`config.mk`:
```
export PLATFORM = sky130hd
export DESIGN_NAME = id_stage
export DESIGN_NICKNAME = d
export VERILOG_FILES = /design/src/hw/rv_decode_pkg.sv /design/src/hw/id_stage.sv /design/src/hw/id_ex_reg.sv /design/src/hw/id_jump_target.sv /design/src/hw/id_operand_sel.sv /design/src/hw/id_imm_gen.sv /design/src/hw/id_decoder.sv
export SDC_FILE = /design/constraint.sdc
export NUM_CORES = 1
export LEC_CHECK = 0
export BUFFER_PORTS_ARGS = -buffer_cell sky130_fd_sc_hd__buf_2
export CAP_MARGIN = 10
export CORE_AREA = 2 2 190 136
export DETAILED_ROUTE_END_ITERATION = 6
export DIE_AREA = 0 0 192 138
export PLACE_DENSITY = 0.75
export SYNTH_ARGS = -nofsm -noshare
export SYNTH_HDL_FRONTEND = slang
export SYNTH_SLANG_ARGS = --single-unit
```
`constraint.sdc`:
```
create_clock -name clk -period 21.4 [get_ports clk]
set_input_delay 6.42 -clock clk [delete_from_list [all_inputs] [get_ports clk]]
set_output_delay 6.42 -clock clk [all_outputs]
set_load 0.02 [all_outputs]
```
`src/hw/rv_decode_pkg.sv`:
```
// RV32I decode stage shared definitions
// Widths, major opcodes, select encodings, instruction formats and
// the records passed between fetch, decode and execute
package rv_decode_pkg;

  ////////////////////////////////////////////////////////////////////////////
  // Widths and constants
  ////////////////////////////////////////////////////////////////////////////

  localparam int unsigned XLEN       = 32;
  localparam int unsigned NUM_REGS   = 32;
  localparam int unsigned REG_ADDR_W = $clog2(NUM_REGS);

  // Major opcodes, bits [6:0] of the instruction
  localparam logic [6:0] OPC_OP     = 7'b0110011;
  localparam logic [6:0] OPC_OP_IMM = 7'b0010011;
  localparam logic [6:0] OPC_LUI    = 7'b0110111;
  localparam logic [6:0] OPC_AUIPC  = 7'b0010111;
  localparam logic [6:0] OPC_JAL    = 7'b1101111;
  localparam logic [6:0] OPC_JALR   = 7'b1100111;
  localparam logic [6:0] OPC_BRANCH = 7'b1100011;
  localparam logic [6:0] OPC_LOAD   = 7'b0000011;
  localparam logic [6:0] OPC_STORE  = 7'b0100011;

  // Link offset for JAL and JALR, no compressed support
  localparam logic [XLEN-1:0] PC_INCR = 32'd4;

  typedef logic [XLEN-1:0]       xlen_t;
  typedef logic [REG_ADDR_W-1:0] reg_addr_t;

  ////////////////////////////////////////////////////////////////////////////
  // Instruction word views
  ////////////////////////////////////////////////////////////////////////////

  typedef struct packed {
    logic [6:0] funct7;
    reg_addr_t  rs2;
    reg_addr_t  rs1;
    logic [2:0] funct3;
    reg_addr_t  rd;
    logic [6:0] opcode;
  } r_fmt_t;

  typedef struct packed {
    logic [11:0] imm12;
    reg_addr_t   rs1;
    logic [2:0]  funct3;
    reg_addr_t   rd;
    logic [6:0]  opcode;
  } i_fmt_t;

  // Also carries the B-type immediate bits
  typedef struct packed {
    logic [6:0] imm_hi;
    reg_addr_t  rs2;
    reg_addr_t  rs1;
    logic [2:0] funct3;
    logic [4:0] imm_lo;
    logic [6:0] opcode;
  } s_fmt_t;

  // Also carries the J-type immediate bits
  typedef struct packed {
    logic [19:0] imm20;
    reg_addr_t   rd;
    logic [6:0]  opcode;
  } u_fmt_t;

  typedef union packed {
    r_fmt_t r_fmt;
    i_fmt_t i_fmt;
    s_fmt_t s_fmt;
    u_fmt_t u_fmt;
  } instr_u;

  ////////////////////////////////////////////////////////////////////////////
  // Select and control encodings
  ////////////////////////////////////////////////////////////////////////////

  // Arithmetic ops then branch compares
  typedef enum logic [3:0] {
    ALU_ADD, ALU_SUB, ALU_SLL, ALU_SLT, ALU_SLTU, ALU_XOR, ALU_SRL, ALU_SRA,
    ALU_OR, ALU_AND, ALU_EQ, ALU_NE, ALU_LT, ALU_GE, ALU_LTU, ALU_GEU
  } alu_op_e;

  typedef enum logic [1:0] {OP_A_REG, OP_A_PC, OP_A_ZERO}     op_a_sel_e;
  typedef enum logic [1:0] {OP_B_REG, OP_B_IMM, OP_B_PCINCR}  op_b_sel_e;
  typedef enum logic [1:0] {OP_C_REG, OP_C_BRANCH, OP_C_NONE} op_c_sel_e;
  typedef enum logic [2:0] {IMM_I, IMM_S, IMM_U, IMM_B, IMM_J} imm_sel_e;
  typedef enum logic       {JT_JAL, JT_JALR}                   jt_sel_e;
  typedef enum logic [1:0] {FW_REGFILE, FW_EX, FW_WB}          fw_sel_e;

  // Matches funct3[1:0] of loads and stores
  typedef enum logic [1:0] {LSU_BYTE, LSU_HALF, LSU_WORD} lsu_size_e;

  ////////////////////////////////////////////////////////////////////////////
  // Stage records
  ////////////////////////////////////////////////////////////////////////////

  typedef struct packed {
    instr_u instr;
    xlen_t  pc;
  } if_id_t;

  typedef struct packed {
    fw_sel_e a_sel;
    fw_sel_e b_sel;
  } byp_sel_t;

  typedef struct packed {
    op_a_sel_e op_a_sel;
    op_b_sel_e op_b_sel;
    op_c_sel_e op_c_sel;
    imm_sel_e  imm_sel;
    jt_sel_e   jt_sel;
    alu_op_e   alu_op;
    logic      rf_we;
    logic      lsu_en;
    logic      lsu_we;
    lsu_size_e lsu_size;
    logic      lsu_sign_ext;
    logic      branch;
    logic      jump;
    logic      illegal;
  } dec_ctrl_t;

  typedef struct packed {
    alu_op_e   alu_op;
    xlen_t     operand_a;
    xlen_t     operand_b;
    xlen_t     operand_c;
    logic      rf_we;
    reg_addr_t rf_waddr;
    logic      lsu_en;
    logic      lsu_we;
    lsu_size_e lsu_size;
    logic      lsu_sign_ext;
    logic      branch;
    logic      jump;
    logic      illegal;
    xlen_t     pc;
  } id_ex_t;

endpackage
```
`src/hw/id_stage.sv`:
```
// RV32I instruction decode stage
// Decoder plus immediate, operand, target and ID/EX register blocks
module id_stage (
  input  logic                      clk,
  input  logic                      rst_n,
  input  rv_decode_pkg::if_id_t     if_id_i,
  input  logic                      if_valid_i,
  output logic                      id_ready_o,
  input  rv_decode_pkg::byp_sel_t   byp_sel_i,
  input  rv_decode_pkg::xlen_t      rf_rdata_a_i,
  input  rv_decode_pkg::xlen_t      rf_rdata_b_i,
  input  rv_decode_pkg::xlen_t      ex_result_i,
  input  rv_decode_pkg::xlen_t      wb_result_i,
  output rv_decode_pkg::reg_addr_t  rf_raddr_a_o,
  output rv_decode_pkg::reg_addr_t  rf_raddr_b_o,
  output rv_decode_pkg::xlen_t      jmp_target_o,
  output rv_decode_pkg::id_ex_t     id_ex_o,
  output logic                      ex_valid_o,
  input  logic                      ex_ready_i
);
  import rv_decode_pkg::*;

  dec_ctrl_t ctrl;
  xlen_t     imm_b;
  xlen_t     imm_i;
  xlen_t     imm_sb;
  xlen_t     imm_j;
  xlen_t     rs1_fw;
  xlen_t     branch_target;
  xlen_t     operand_a;
  xlen_t     operand_b;
  xlen_t     operand_c;

  // Register file read ports straight from the instruction
  assign rf_raddr_a_o = if_id_i.instr.r_fmt.rs1;
  assign rf_raddr_b_o = if_id_i.instr.r_fmt.rs2;

  // Single output slot, so ready follows EX
  assign id_ready_o = ex_ready_i;

  ////////////////////////////////////////////////////////////////////////////
  // Decode and datapath
  ////////////////////////////////////////////////////////////////////////////

  id_decoder u_decoder (
    .instr_i (if_id_i.instr),
    .ctrl_o  (ctrl)
  );

  id_imm_gen u_imm_gen (
    .instr_i   (if_id_i.instr),
    .imm_sel_i (ctrl.imm_sel),
    .imm_b_o   (imm_b),
    .imm_i_o   (imm_i),
    .imm_sb_o  (imm_sb),
    .imm_j_o   (imm_j)
  );

  id_operand_sel u_operand_sel (
    .ctrl_i          (ctrl),
    .byp_sel_i       (byp_sel_i),
    .rf_rdata_a_i    (rf_rdata_a_i),
    .rf_rdata_b_i    (rf_rdata_b_i),
    .ex_result_i     (ex_result_i),
    .wb_result_i     (wb_result_i),
    .pc_i            (if_id_i.pc),
    .imm_b_i         (imm_b),
    .branch_target_i (branch_target),
    .rs1_fw_o        (rs1_fw),
    .operand_a_o     (operand_a),
    .operand_b_o     (operand_b),
    .operand_c_o     (operand_c)
  );

  // JALR uses the forwarded rs1
  id_jump_target u_jump_target (
    .jt_sel_i        (ctrl.jt_sel),
    .pc_i            (if_id_i.pc),
    .imm_j_i         (imm_j),
    .imm_i_i         (imm_i),
    .imm_sb_i        (imm_sb),
    .rs1_fw_i        (rs1_fw),
    .jmp_target_o    (jmp_target_o),
    .branch_target_o (branch_target)
  );

  id_ex_reg u_id_ex_reg (
    .clk         (clk),
    .rst_n       (rst_n),
    .valid_i     (if_valid_i),
    .ex_ready_i  (ex_ready_i),
    .ctrl_i      (ctrl),
    .operand_a_i (operand_a),
    .operand_b_i (operand_b),
    .operand_c_i (operand_c),
    .pc_i        (if_id_i.pc),
    .rd_i        (if_id_i.instr.r_fmt.rd),
    .id_ex_o     (id_ex_o),
    .ex_valid_o  (ex_valid_o)
  );

endmodule

```
`src/hw/id_ex_reg.sv`:
```
// ID/EX pipeline register
// Valid/ready output stage holding one decoded record for execute
module id_ex_reg (
  input  logic                      clk,
  input  logic                      rst_n,
  input  logic                      valid_i,
  input  logic                      ex_ready_i,
  input  rv_decode_pkg::dec_ctrl_t  ctrl_i,
  input  rv_decode_pkg::xlen_t      operand_a_i,
  input  rv_decode_pkg::xlen_t      operand_b_i,
  input  rv_decode_pkg::xlen_t      operand_c_i,
  input  rv_decode_pkg::xlen_t      pc_i,
  input  rv_decode_pkg::reg_addr_t  rd_i,
  output rv_decode_pkg::id_ex_t     id_ex_o,
  output logic                      ex_valid_o
);
  import rv_decode_pkg::*;

  id_ex_t rec_d;

  // Record assembled from the decode outputs
  assign rec_d = '{
    alu_op:       ctrl_i.alu_op,
    operand_a:    operand_a_i,
    operand_b:    operand_b_i,
    operand_c:    operand_c_i,
    rf_we:        ctrl_i.rf_we,
    rf_waddr:     rd_i,
    lsu_en:       ctrl_i.lsu_en,
    lsu_we:       ctrl_i.lsu_we,
    lsu_size:     ctrl_i.lsu_size,
    lsu_sign_ext: ctrl_i.lsu_sign_ext,
    branch:       ctrl_i.branch,
    jump:         ctrl_i.jump,
    illegal:      ctrl_i.illegal,
    pc:           pc_i
  };

  always_ff @(posedge clk or negedge rst_n) begin
    if (!rst_n) begin
      id_ex_o    <= '0;
      ex_valid_o <= 1'b0;
    end else if (ex_ready_i) begin
      // EX consumes or is empty
      ex_valid_o <= valid_i;
      if (valid_i) begin
        id_ex_o <= rec_d;
      end
    end
  end

endmodule

```
`src/hw/id_jump_target.sv`:
```
// Jump and branch target adders
// JAL and JALR go out to fetch, the branch target travels to EX
module id_jump_target (
  input  rv_decode_pkg::jt_sel_e jt_sel_i,
  input  rv_decode_pkg::xlen_t   pc_i,
  input  rv_decode_pkg::xlen_t   imm_j_i,
  input  rv_decode_pkg::xlen_t   imm_i_i,
  input  rv_decode_pkg::xlen_t   imm_sb_i,
  input  rv_decode_pkg::xlen_t   rs1_fw_i,
  output rv_decode_pkg::xlen_t   jmp_target_o,
  output rv_decode_pkg::xlen_t   branch_target_o
);
  import rv_decode_pkg::*;

  xlen_t jal_target;
  xlen_t jalr_sum;

  assign jal_target = pc_i + imm_j_i;
  assign jalr_sum   = rs1_fw_i + imm_i_i;

  // JALR clears the low bit
  assign jmp_target_o = (jt_sel_i == JT_JALR) ? {jalr_sum[XLEN-1:1], 1'b0} : jal_target;

  assign branch_target_o = pc_i + imm_sb_i;

endmodule

```
`src/hw/id_operand_sel.sv`:
```
// Operand selection
// Forwarding muxes for rs1 and rs2, then the A, B and C operand muxes
module id_operand_sel (
  input  rv_decode_pkg::dec_ctrl_t ctrl_i,
  input  rv_decode_pkg::byp_sel_t  byp_sel_i,
  input  rv_decode_pkg::xlen_t     rf_rdata_a_i,
  input  rv_decode_pkg::xlen_t     rf_rdata_b_i,
  input  rv_decode_pkg::xlen_t     ex_result_i,
  input  rv_decode_pkg::xlen_t     wb_result_i,
  input  rv_decode_pkg::xlen_t     pc_i,
  input  rv_decode_pkg::xlen_t     imm_b_i,
  input  rv_decode_pkg::xlen_t     branch_target_i,
  output rv_decode_pkg::xlen_t     rs1_fw_o,
  output rv_decode_pkg::xlen_t     operand_a_o,
  output rv_decode_pkg::xlen_t     operand_b_o,
  output rv_decode_pkg::xlen_t     operand_c_o
);
  import rv_decode_pkg::*;

  xlen_t rs2_fw;

  // Same mux for both sources
  function automatic xlen_t fw_mux(input fw_sel_e sel, input xlen_t rf_data,
                                   input xlen_t ex_data, input xlen_t wb_data);
    case (sel)
      FW_EX:   return ex_data;
      FW_WB:   return wb_data;
      default: return rf_data;
    endcase
  endfunction

  assign rs1_fw_o = fw_mux(byp_sel_i.a_sel, rf_rdata_a_i, ex_result_i, wb_result_i);
  assign rs2_fw   = fw_mux(byp_sel_i.b_sel, rf_rdata_b_i, ex_result_i, wb_result_i);

  ////////////////////////////////////////////////////////////////////////////
  // Operand muxes
  ////////////////////////////////////////////////////////////////////////////

  always_comb begin
    case (ctrl_i.op_a_sel)
      OP_A_PC:   operand_a_o = pc_i;
      OP_A_ZERO: operand_a_o = '0;
      default:   operand_a_o = rs1_fw_o;
    endcase
  end

  always_comb begin
    case (ctrl_i.op_b_sel)
      OP_B_IMM:    operand_b_o = imm_b_i;
      OP_B_PCINCR: operand_b_o = PC_INCR;
      default:     operand_b_o = rs2_fw;
    endcase
  end

  // Store data or branch target for EX
  always_comb begin
    case (ctrl_i.op_c_sel)
      OP_C_REG:    operand_c_o = rs2_fw;
      OP_C_BRANCH: operand_c_o = branch_target_i;
      default:     operand_c_o = '0;
    endcase
  end

endmodule

```
`src/hw/id_imm_gen.sv`:
```
// Immediate generator
// Builds the sign-extended RV32I immediates and picks the one for operand B
module id_imm_gen (
  input  rv_decode_pkg::instr_u   instr_i,
  input  rv_decode_pkg::imm_sel_e imm_sel_i,
  output rv_decode_pkg::xlen_t    imm_b_o,
  output rv_decode_pkg::xlen_t    imm_i_o,
  output rv_decode_pkg::xlen_t    imm_sb_o,
  output rv_decode_pkg::xlen_t    imm_j_o
);
  import rv_decode_pkg::*;

  xlen_t imm_s;
  xlen_t imm_u;
  logic  sign;

  // Sign always comes from bit 31
  assign sign = instr_i.r_fmt.funct7[6];

  assign imm_i_o = {{20{sign}}, instr_i.i_fmt.imm12};
  assign imm_s   = {{20{sign}}, instr_i.s_fmt.imm_hi, instr_i.s_fmt.imm_lo};
  assign imm_u   = {instr_i.u_fmt.imm20, 12'b0};

  // B-type reuses the S fields with bit 7 moved up to bit 11
  assign imm_sb_o = {{20{sign}}, instr_i.s_fmt.imm_lo[0], instr_i.s_fmt.imm_hi[5:0],
                     instr_i.s_fmt.imm_lo[4:1], 1'b0};

  // J-type scrambles the U field
  assign imm_j_o = {{12{sign}}, instr_i.u_fmt.imm20[7:0], instr_i.u_fmt.imm20[8],
                    instr_i.u_fmt.imm20[18:9], 1'b0};

  always_comb begin
    case (imm_sel_i)
      IMM_S:   imm_b_o = imm_s;
      IMM_U:   imm_b_o = imm_u;
      IMM_B:   imm_b_o = imm_sb_o;
      IMM_J:   imm_b_o = imm_j_o;
      default: imm_b_o = imm_i_o;
    endcase
  end

endmodule

```
`src/hw/id_decoder.sv`:
```
// RV32I instruction decoder
// Maps opcode, funct3 and funct7 to operand selects and EX control fields
module id_decoder (
  input  rv_decode_pkg::instr_u    instr_i,
  output rv_decode_pkg::dec_ctrl_t ctrl_o
);
  import rv_decode_pkg::*;

  logic [6:0] opcode;
  logic [2:0] funct3;
  logic [6:0] funct7;
  logic       f7_zero;
  logic       f7_alt;

  assign opcode  = instr_i.r_fmt.opcode;
  assign funct3  = instr_i.r_fmt.funct3;
  assign funct7  = instr_i.r_fmt.funct7;
  assign f7_zero = (funct7 == 7'b0000000);
  // SUB and SRA encoding
  assign f7_alt  = (funct7 == 7'b0100000);

  // Shared by OP and OP-IMM
  function automatic alu_op_e arith_op(input logic [2:0] f3, input logic alt);
    case (f3)
      3'b000:  return alt ? ALU_SUB : ALU_ADD;
      3'b001:  return ALU_SLL;
      3'b010:  return ALU_SLT;
      3'b011:  return ALU_SLTU;
      3'b100:  return ALU_XOR;
      3'b101:  return alt ? ALU_SRA : ALU_SRL;
      3'b110:  return ALU_OR;
      default: return ALU_AND;
    endcase
  endfunction

  always_comb begin
    // Defaults describe a register-register ADD with no side effects
    ctrl_o          = '0;
    ctrl_o.op_a_sel = OP_A_REG;
    ctrl_o.op_b_sel = OP_B_REG;
    ctrl_o.op_c_sel = OP_C_NONE;
    ctrl_o.imm_sel  = IMM_I;
    ctrl_o.jt_sel   = JT_JAL;
    ctrl_o.alu_op   = ALU_ADD;
    ctrl_o.lsu_size = LSU_WORD;

    case (opcode)
      OPC_OP: begin
        ctrl_o.rf_we  = 1'b1;
        ctrl_o.alu_op = arith_op(funct3, f7_alt);
        // Alternate funct7 only for SUB and SRA
        if (!(f7_zero || (f7_alt && (funct3 == 3'b000 || funct3 == 3'b101)))) begin
          ctrl_o.illegal = 1'b1;
        end
      end
      OPC_OP_IMM: begin
        ctrl_o.rf_we    = 1'b1;
        ctrl_o.op_b_sel = OP_B_IMM;
        ctrl_o.alu_op   = arith_op(funct3, f7_alt && (funct3 == 3'b101));
        // Shift amount fits rs2 field, upper bits must be a valid funct7
        if ((funct3 == 3'b001 && !f7_zero) ||
            (funct3 == 3'b101 && !(f7_zero || f7_alt))) begin
          ctrl_o.illegal = 1'b1;
        end
      end
      OPC_LUI: begin
        ctrl_o.rf_we    = 1'b1;
        ctrl_o.op_a_sel = OP_A_ZERO;
        ctrl_o.op_b_sel = OP_B_IMM;
        ctrl_o.imm_sel  = IMM_U;
      end
      OPC_AUIPC: begin
        ctrl_o.rf_we    = 1'b1;
        ctrl_o.op_a_sel = OP_A_PC;
        ctrl_o.op_b_sel = OP_B_IMM;
        ctrl_o.imm_sel  = IMM_U;
      end
      OPC_JAL, OPC_JALR: begin
        // Link value pc + 4 computed in EX
        ctrl_o.rf_we    = 1'b1;
        ctrl_o.jump     = 1'b1;
        ctrl_o.op_a_sel = OP_A_PC;
        ctrl_o.op_b_sel = OP_B_PCINCR;
        ctrl_o.imm_sel  = (opcode == OPC_JAL) ? IMM_J : IMM_I;
        ctrl_o.jt_sel   = (opcode == OPC_JAL) ? JT_JAL : JT_JALR;
      end
      OPC_BRANCH: begin
        ctrl_o.branch   = 1'b1;
        ctrl_o.op_c_sel = OP_C_BRANCH;
        ctrl_o.imm_sel  = IMM_B;
        case (funct3)
          3'b000:  ctrl_o.alu_op = ALU_EQ;
          3'b001:  ctrl_o.alu_op = ALU_NE;
          3'b100:  ctrl_o.alu_op = ALU_LT;
          3'b101:  ctrl_o.alu_op = ALU_GE;
          3'b110:  ctrl_o.alu_op = ALU_LTU;
          3'b111:  ctrl_o.alu_op = ALU_GEU;
          default: ctrl_o.illegal = 1'b1;
        endcase
      end
      OPC_LOAD: begin
        ctrl_o.rf_we        = 1'b1;
        ctrl_o.lsu_en       = 1'b1;
        ctrl_o.op_b_sel     = OP_B_IMM;
        ctrl_o.lsu_size     = lsu_size_e'(funct3[1:0]);
        ctrl_o.lsu_sign_ext = !funct3[2];
        // No LD and no LWU in RV32I
        ctrl_o.illegal      = (funct3[1:0] == 2'b11) || (funct3[2] && funct3[1]);
      end
      OPC_STORE: begin
        ctrl_o.lsu_en   = 1'b1;
        ctrl_o.lsu_we   = 1'b1;
        ctrl_o.op_b_sel = OP_B_IMM;
        ctrl_o.op_c_sel = OP_C_REG;
        ctrl_o.imm_sel  = IMM_S;
        ctrl_o.lsu_size = lsu_size_e'(funct3[1:0]);
        ctrl_o.illegal  = funct3[2] || (funct3[1:0] == 2'b11);
      end
      default: begin
        ctrl_o.illegal = 1'b1;
      end
    endcase

    // Illegal instructions must not write or touch memory
    if (ctrl_o.illegal) begin
      ctrl_o.rf_we        = 1'b0;
      ctrl_o.lsu_en       = 1'b0;
      ctrl_o.lsu_we       = 1'b0;
      ctrl_o.lsu_size     = LSU_WORD;
      ctrl_o.lsu_sign_ext = 1'b0;
      ctrl_o.branch       = 1'b0;
      ctrl_o.jump         = 1'b0;
    end
  end

endmodule

```
==> results.md <==
- LEAKAGE: around 7.4 nW
- Minimum hold slack: 0.468 ns
- FF+latch count, synth: approximately 150
- Number of flops mapped to enable cells by yosys: 0
- PostCTS Resize Cnt: 0
- Top FF cell, synth: dfrtp_1
- Remaining DRCs: 0
- Actual slew at the worst max-slew pin: between 0.9 and 1 ns
- Final Hold Viols: 0
- First-pass GRT wire length: about 80 mm
- Post-Synth XOR/XNOR Area: 5.52%
- Die height: 138 um
- Most frequent cells in the layout: buf_2 (388), nand2_1 (295), o21ai_0 (180)
- H-Tree Depth: 4
- CTS max path bufs: 2
- Layout fillers: between 2k and 2.5k
- Commonest non-fill, non-tap cell in the layout: buf_2
- PwrDens: 70.8 nW/um^2
- Worst Skew: 0 ns
- Worst setup SP type: primary input
- Fin crit share: between 80% and 90%
- I/O Pins: 390
- 1st-iter DRT viols: ~1.6k
- Hold buffer count at CTS: 0
- Clock Latency Late Sink: 0.45 ns
- Syn avg cell area: about 7.6 um^2
- Adder-Cell Fraction of Synth Area: roughly 8.8%
- Post-synthesis cell count: between 1.5k and 2k
- Setup TNS Final: 0 ns
- Setup CP Type: primary input to output port
- TritonCTS clock tree: built
- Final ANT Viol Nets: 0
- Vias per inst: 6.18
- RSZ-0062 raised after global routing: no
- Final HPWL DP: about 40 mm
- Util after Layout: between 50% and 60%
- Async S/R FF share, synth: 100%
- Max-slew violation count: 0
- Worst-path maximum fanout: 32
- Worst slew margin: 34.3%
- Yosys warns: 0
- Nets@finish: 2203
- Final setup viols: 0
- Pre-antenna DRT Iters: 6
- Worst Setup End Kind: output port
- Synth Area in Compound Gates: a little under a third
- Rows: approximately 50
- Placed inst area: between 10000 and 15000 um^2
- Fin crit period: 17.54 ns
- Cell chosen for the clock root: clkbuf_16
- VDD IR max: approximately 0.059 mV
- Post-synth cell types: 84
- Vias in the first global route: approximately 13k
- Mux contribution to synthesized area: under 10%
- Die width: 192 um
- Share of post-route cells with drive strength above 1: between 20% and 30%
- Clock transition at path regs: approximately 0.070 ns
- Mapped Area: between 10000 and 15000 um^2
- GRT overflow: 0
- Post-Syn Nets: roughly 1.9k
- DR WL/cell: between 20 and 25 um
- Synth area leader: dfrtp_1
- Num CTS Buffers: 17
- Synth top area share: between 20 and 30%
- Status: complete, no violations
- Placer Congestion: 0.992
- HP Class: flop to flop
- Routed WL: 53.2 mm
- Initial antenna violation count: 3
- Max-cap violations: 0
- Post-synthesis sequential area ratio: between 20 and 30%
- Worst EP required: between 10 and 15 ns
- Synth top area cells: dfrtp_1 (30%), nand2_1 (9.0%), ha_1 (8.3%), o21ai_0 (7.3%), a21oi_1 (5.5%)
- Layout area overhead: 20.3%
- Simple-gate share of the synthesized area: around a fifth
- FMAX: 0.0570 GHz
- Core area: between 20000 and 30000 um^2
- Clock Sink Count: 147
- Die area: around 26000 um^2
- Effective utilization at floorplan: 49.5%
- Post-CTS Setup Bufs: 0
- IO Port Bufs: about 390
- Largest family of logic cells by synthesized area: compound AO/OA/AOI/OAI gates
- Crit path DAT: between 10 and 15 ns
- Vias: roughly 14k
- Cell area after layout: approximately 15000 um^2
- Largest net degree at the start of global routing: 88
- Global Route Usage Sum: approximately two fifths
cells in the mapped netlist (16+ instances only):
| master | number |
|---|---|
| nand3_1 | 17 |
| a21o_1 | 35 |
| dfrtp_1 | 147 |
| a21oi_1 | 135 |
| a22oi_1 | 76 |
| ha_1 | 82 |
| xnor2_1 | 51 |
| xor2_1 | 27 |
| inv_1 | 35 |
| o21bai_1 | 16 |
| a221oi_1 | 37 |
| nand2_1 | 296 |
| nand2b_1 | 16 |
| clkbuf_1 | 97 |
| o21ai_0 | 180 |
| nor2_1 | 152 |
metal layers:
| metal | vias up | global-route usage [%] | share of wire, % |
|---|---|---|---|
| met5 | - | 0 | 0.024 |
| met4 | 2 | 15.9 | 4.1 |
| met3 | 153 | 11.9 | 12 |
| met2 | 902 | 59.3 | 43 |
| met1 | 6543 | 53.2 | 41 |
| li1 | 6388 | - | - |
power breakdown:
| part | switching, mW | leakage, nW | internal [mW] |
|---|---|---|---|
| logic | 0.275 | 5.27 | 0.147 |
| clock network | 0.145 | 0.283 | 0.163 |
| registers | 0.0165 | 1.86 | 0.307 |
| total | 0.437 | 7.41 | 0.617 |
kinds of logic after synthesis:
logic type	count (synthesis)
DFF	147
adders and majority gates	85
buffers and inverters	159
xor gates and xnor gates	78
and+or+nand+nor	552
muxes	15
AOI/OAI and AO/OA	583
flip-flops by register name, indices dropped and copies added, names as in the netlist:
name,count
u_id_ex_reg.id_ex_o,146
u_id_ex_reg.ex_valid_o,1
worst max-delay path, cell delays in order:
cell and delay, ns:
buf_2 0.11, inv_1 0.06, ha_2 0.77, a22oi_1 0.20, o21ai_0 0.38, inv_1 0.11
fa_1 0.45, nor2b_1 0.14, o21ai_1 0.09, o22ai_1 0.31, o21ai_1 0.23, o21ai_0 0.43
a31oi_1 0.25, o211ai_1 0.22, nand2_1 0.14, or3_1 0.38, a32oi_1 0.20, buf_2 0.20
area by class of cell:
cell class	count	area [um^2]	area share (%)
multi-input cells	1313	8020	53.9
inverters	36	135	0.908
flip-flops and latches	147	3680	24.7
clock inverters	15	145	0.975
clock buffers	17	425	2.86
diodes	2	5.00	0.0336
well taps	331	414	2.78
repair buffers	403	2060	13.8
path summary, 6_finish.rpt:
| kind | start | slack [ns] | depth (start not counted) | end |
|---|---|---|---|---|
| worst max-delay path | byp_sel_i[2] | 3.86 | 18 | jmp_target_o[30] |
| worst min-delay path | u_id_ex_reg.id_ex_o[16] | 0.47 | 2 | u_id_ex_reg.id_ex_o[16] |
| worst max register to register | u_id_ex_reg.id_ex_o[75] | 20.58 | 1 | u_id_ex_reg.id_ex_o[75] |
| worst min register to register | u_id_ex_reg.id_ex_o[16] | 0.47 | 2 | u_id_ex_reg.id_ex_o[16] |
| max in group asynchronous | rst_n | 14.01 | 2 | u_id_ex_reg.id_ex_o[39] |
| min in group asynchronous | rst_n | 5.96 | 1 | u_id_ex_reg.id_ex_o[11] |
per-stage QoR:
stage	total power [mW]	instances	setup WS (ns)
final	1.05	2264	3.86
after global routing	1.10	2264	3.62
after CTS	1.05	2262	4.03
after detailed placement	0.740	2230	4.08
after global placement	0.736	2230	4.17
after floorplan	0.592	1619	5.16
No activity file was read; power rests on OpenSTA's default activity.
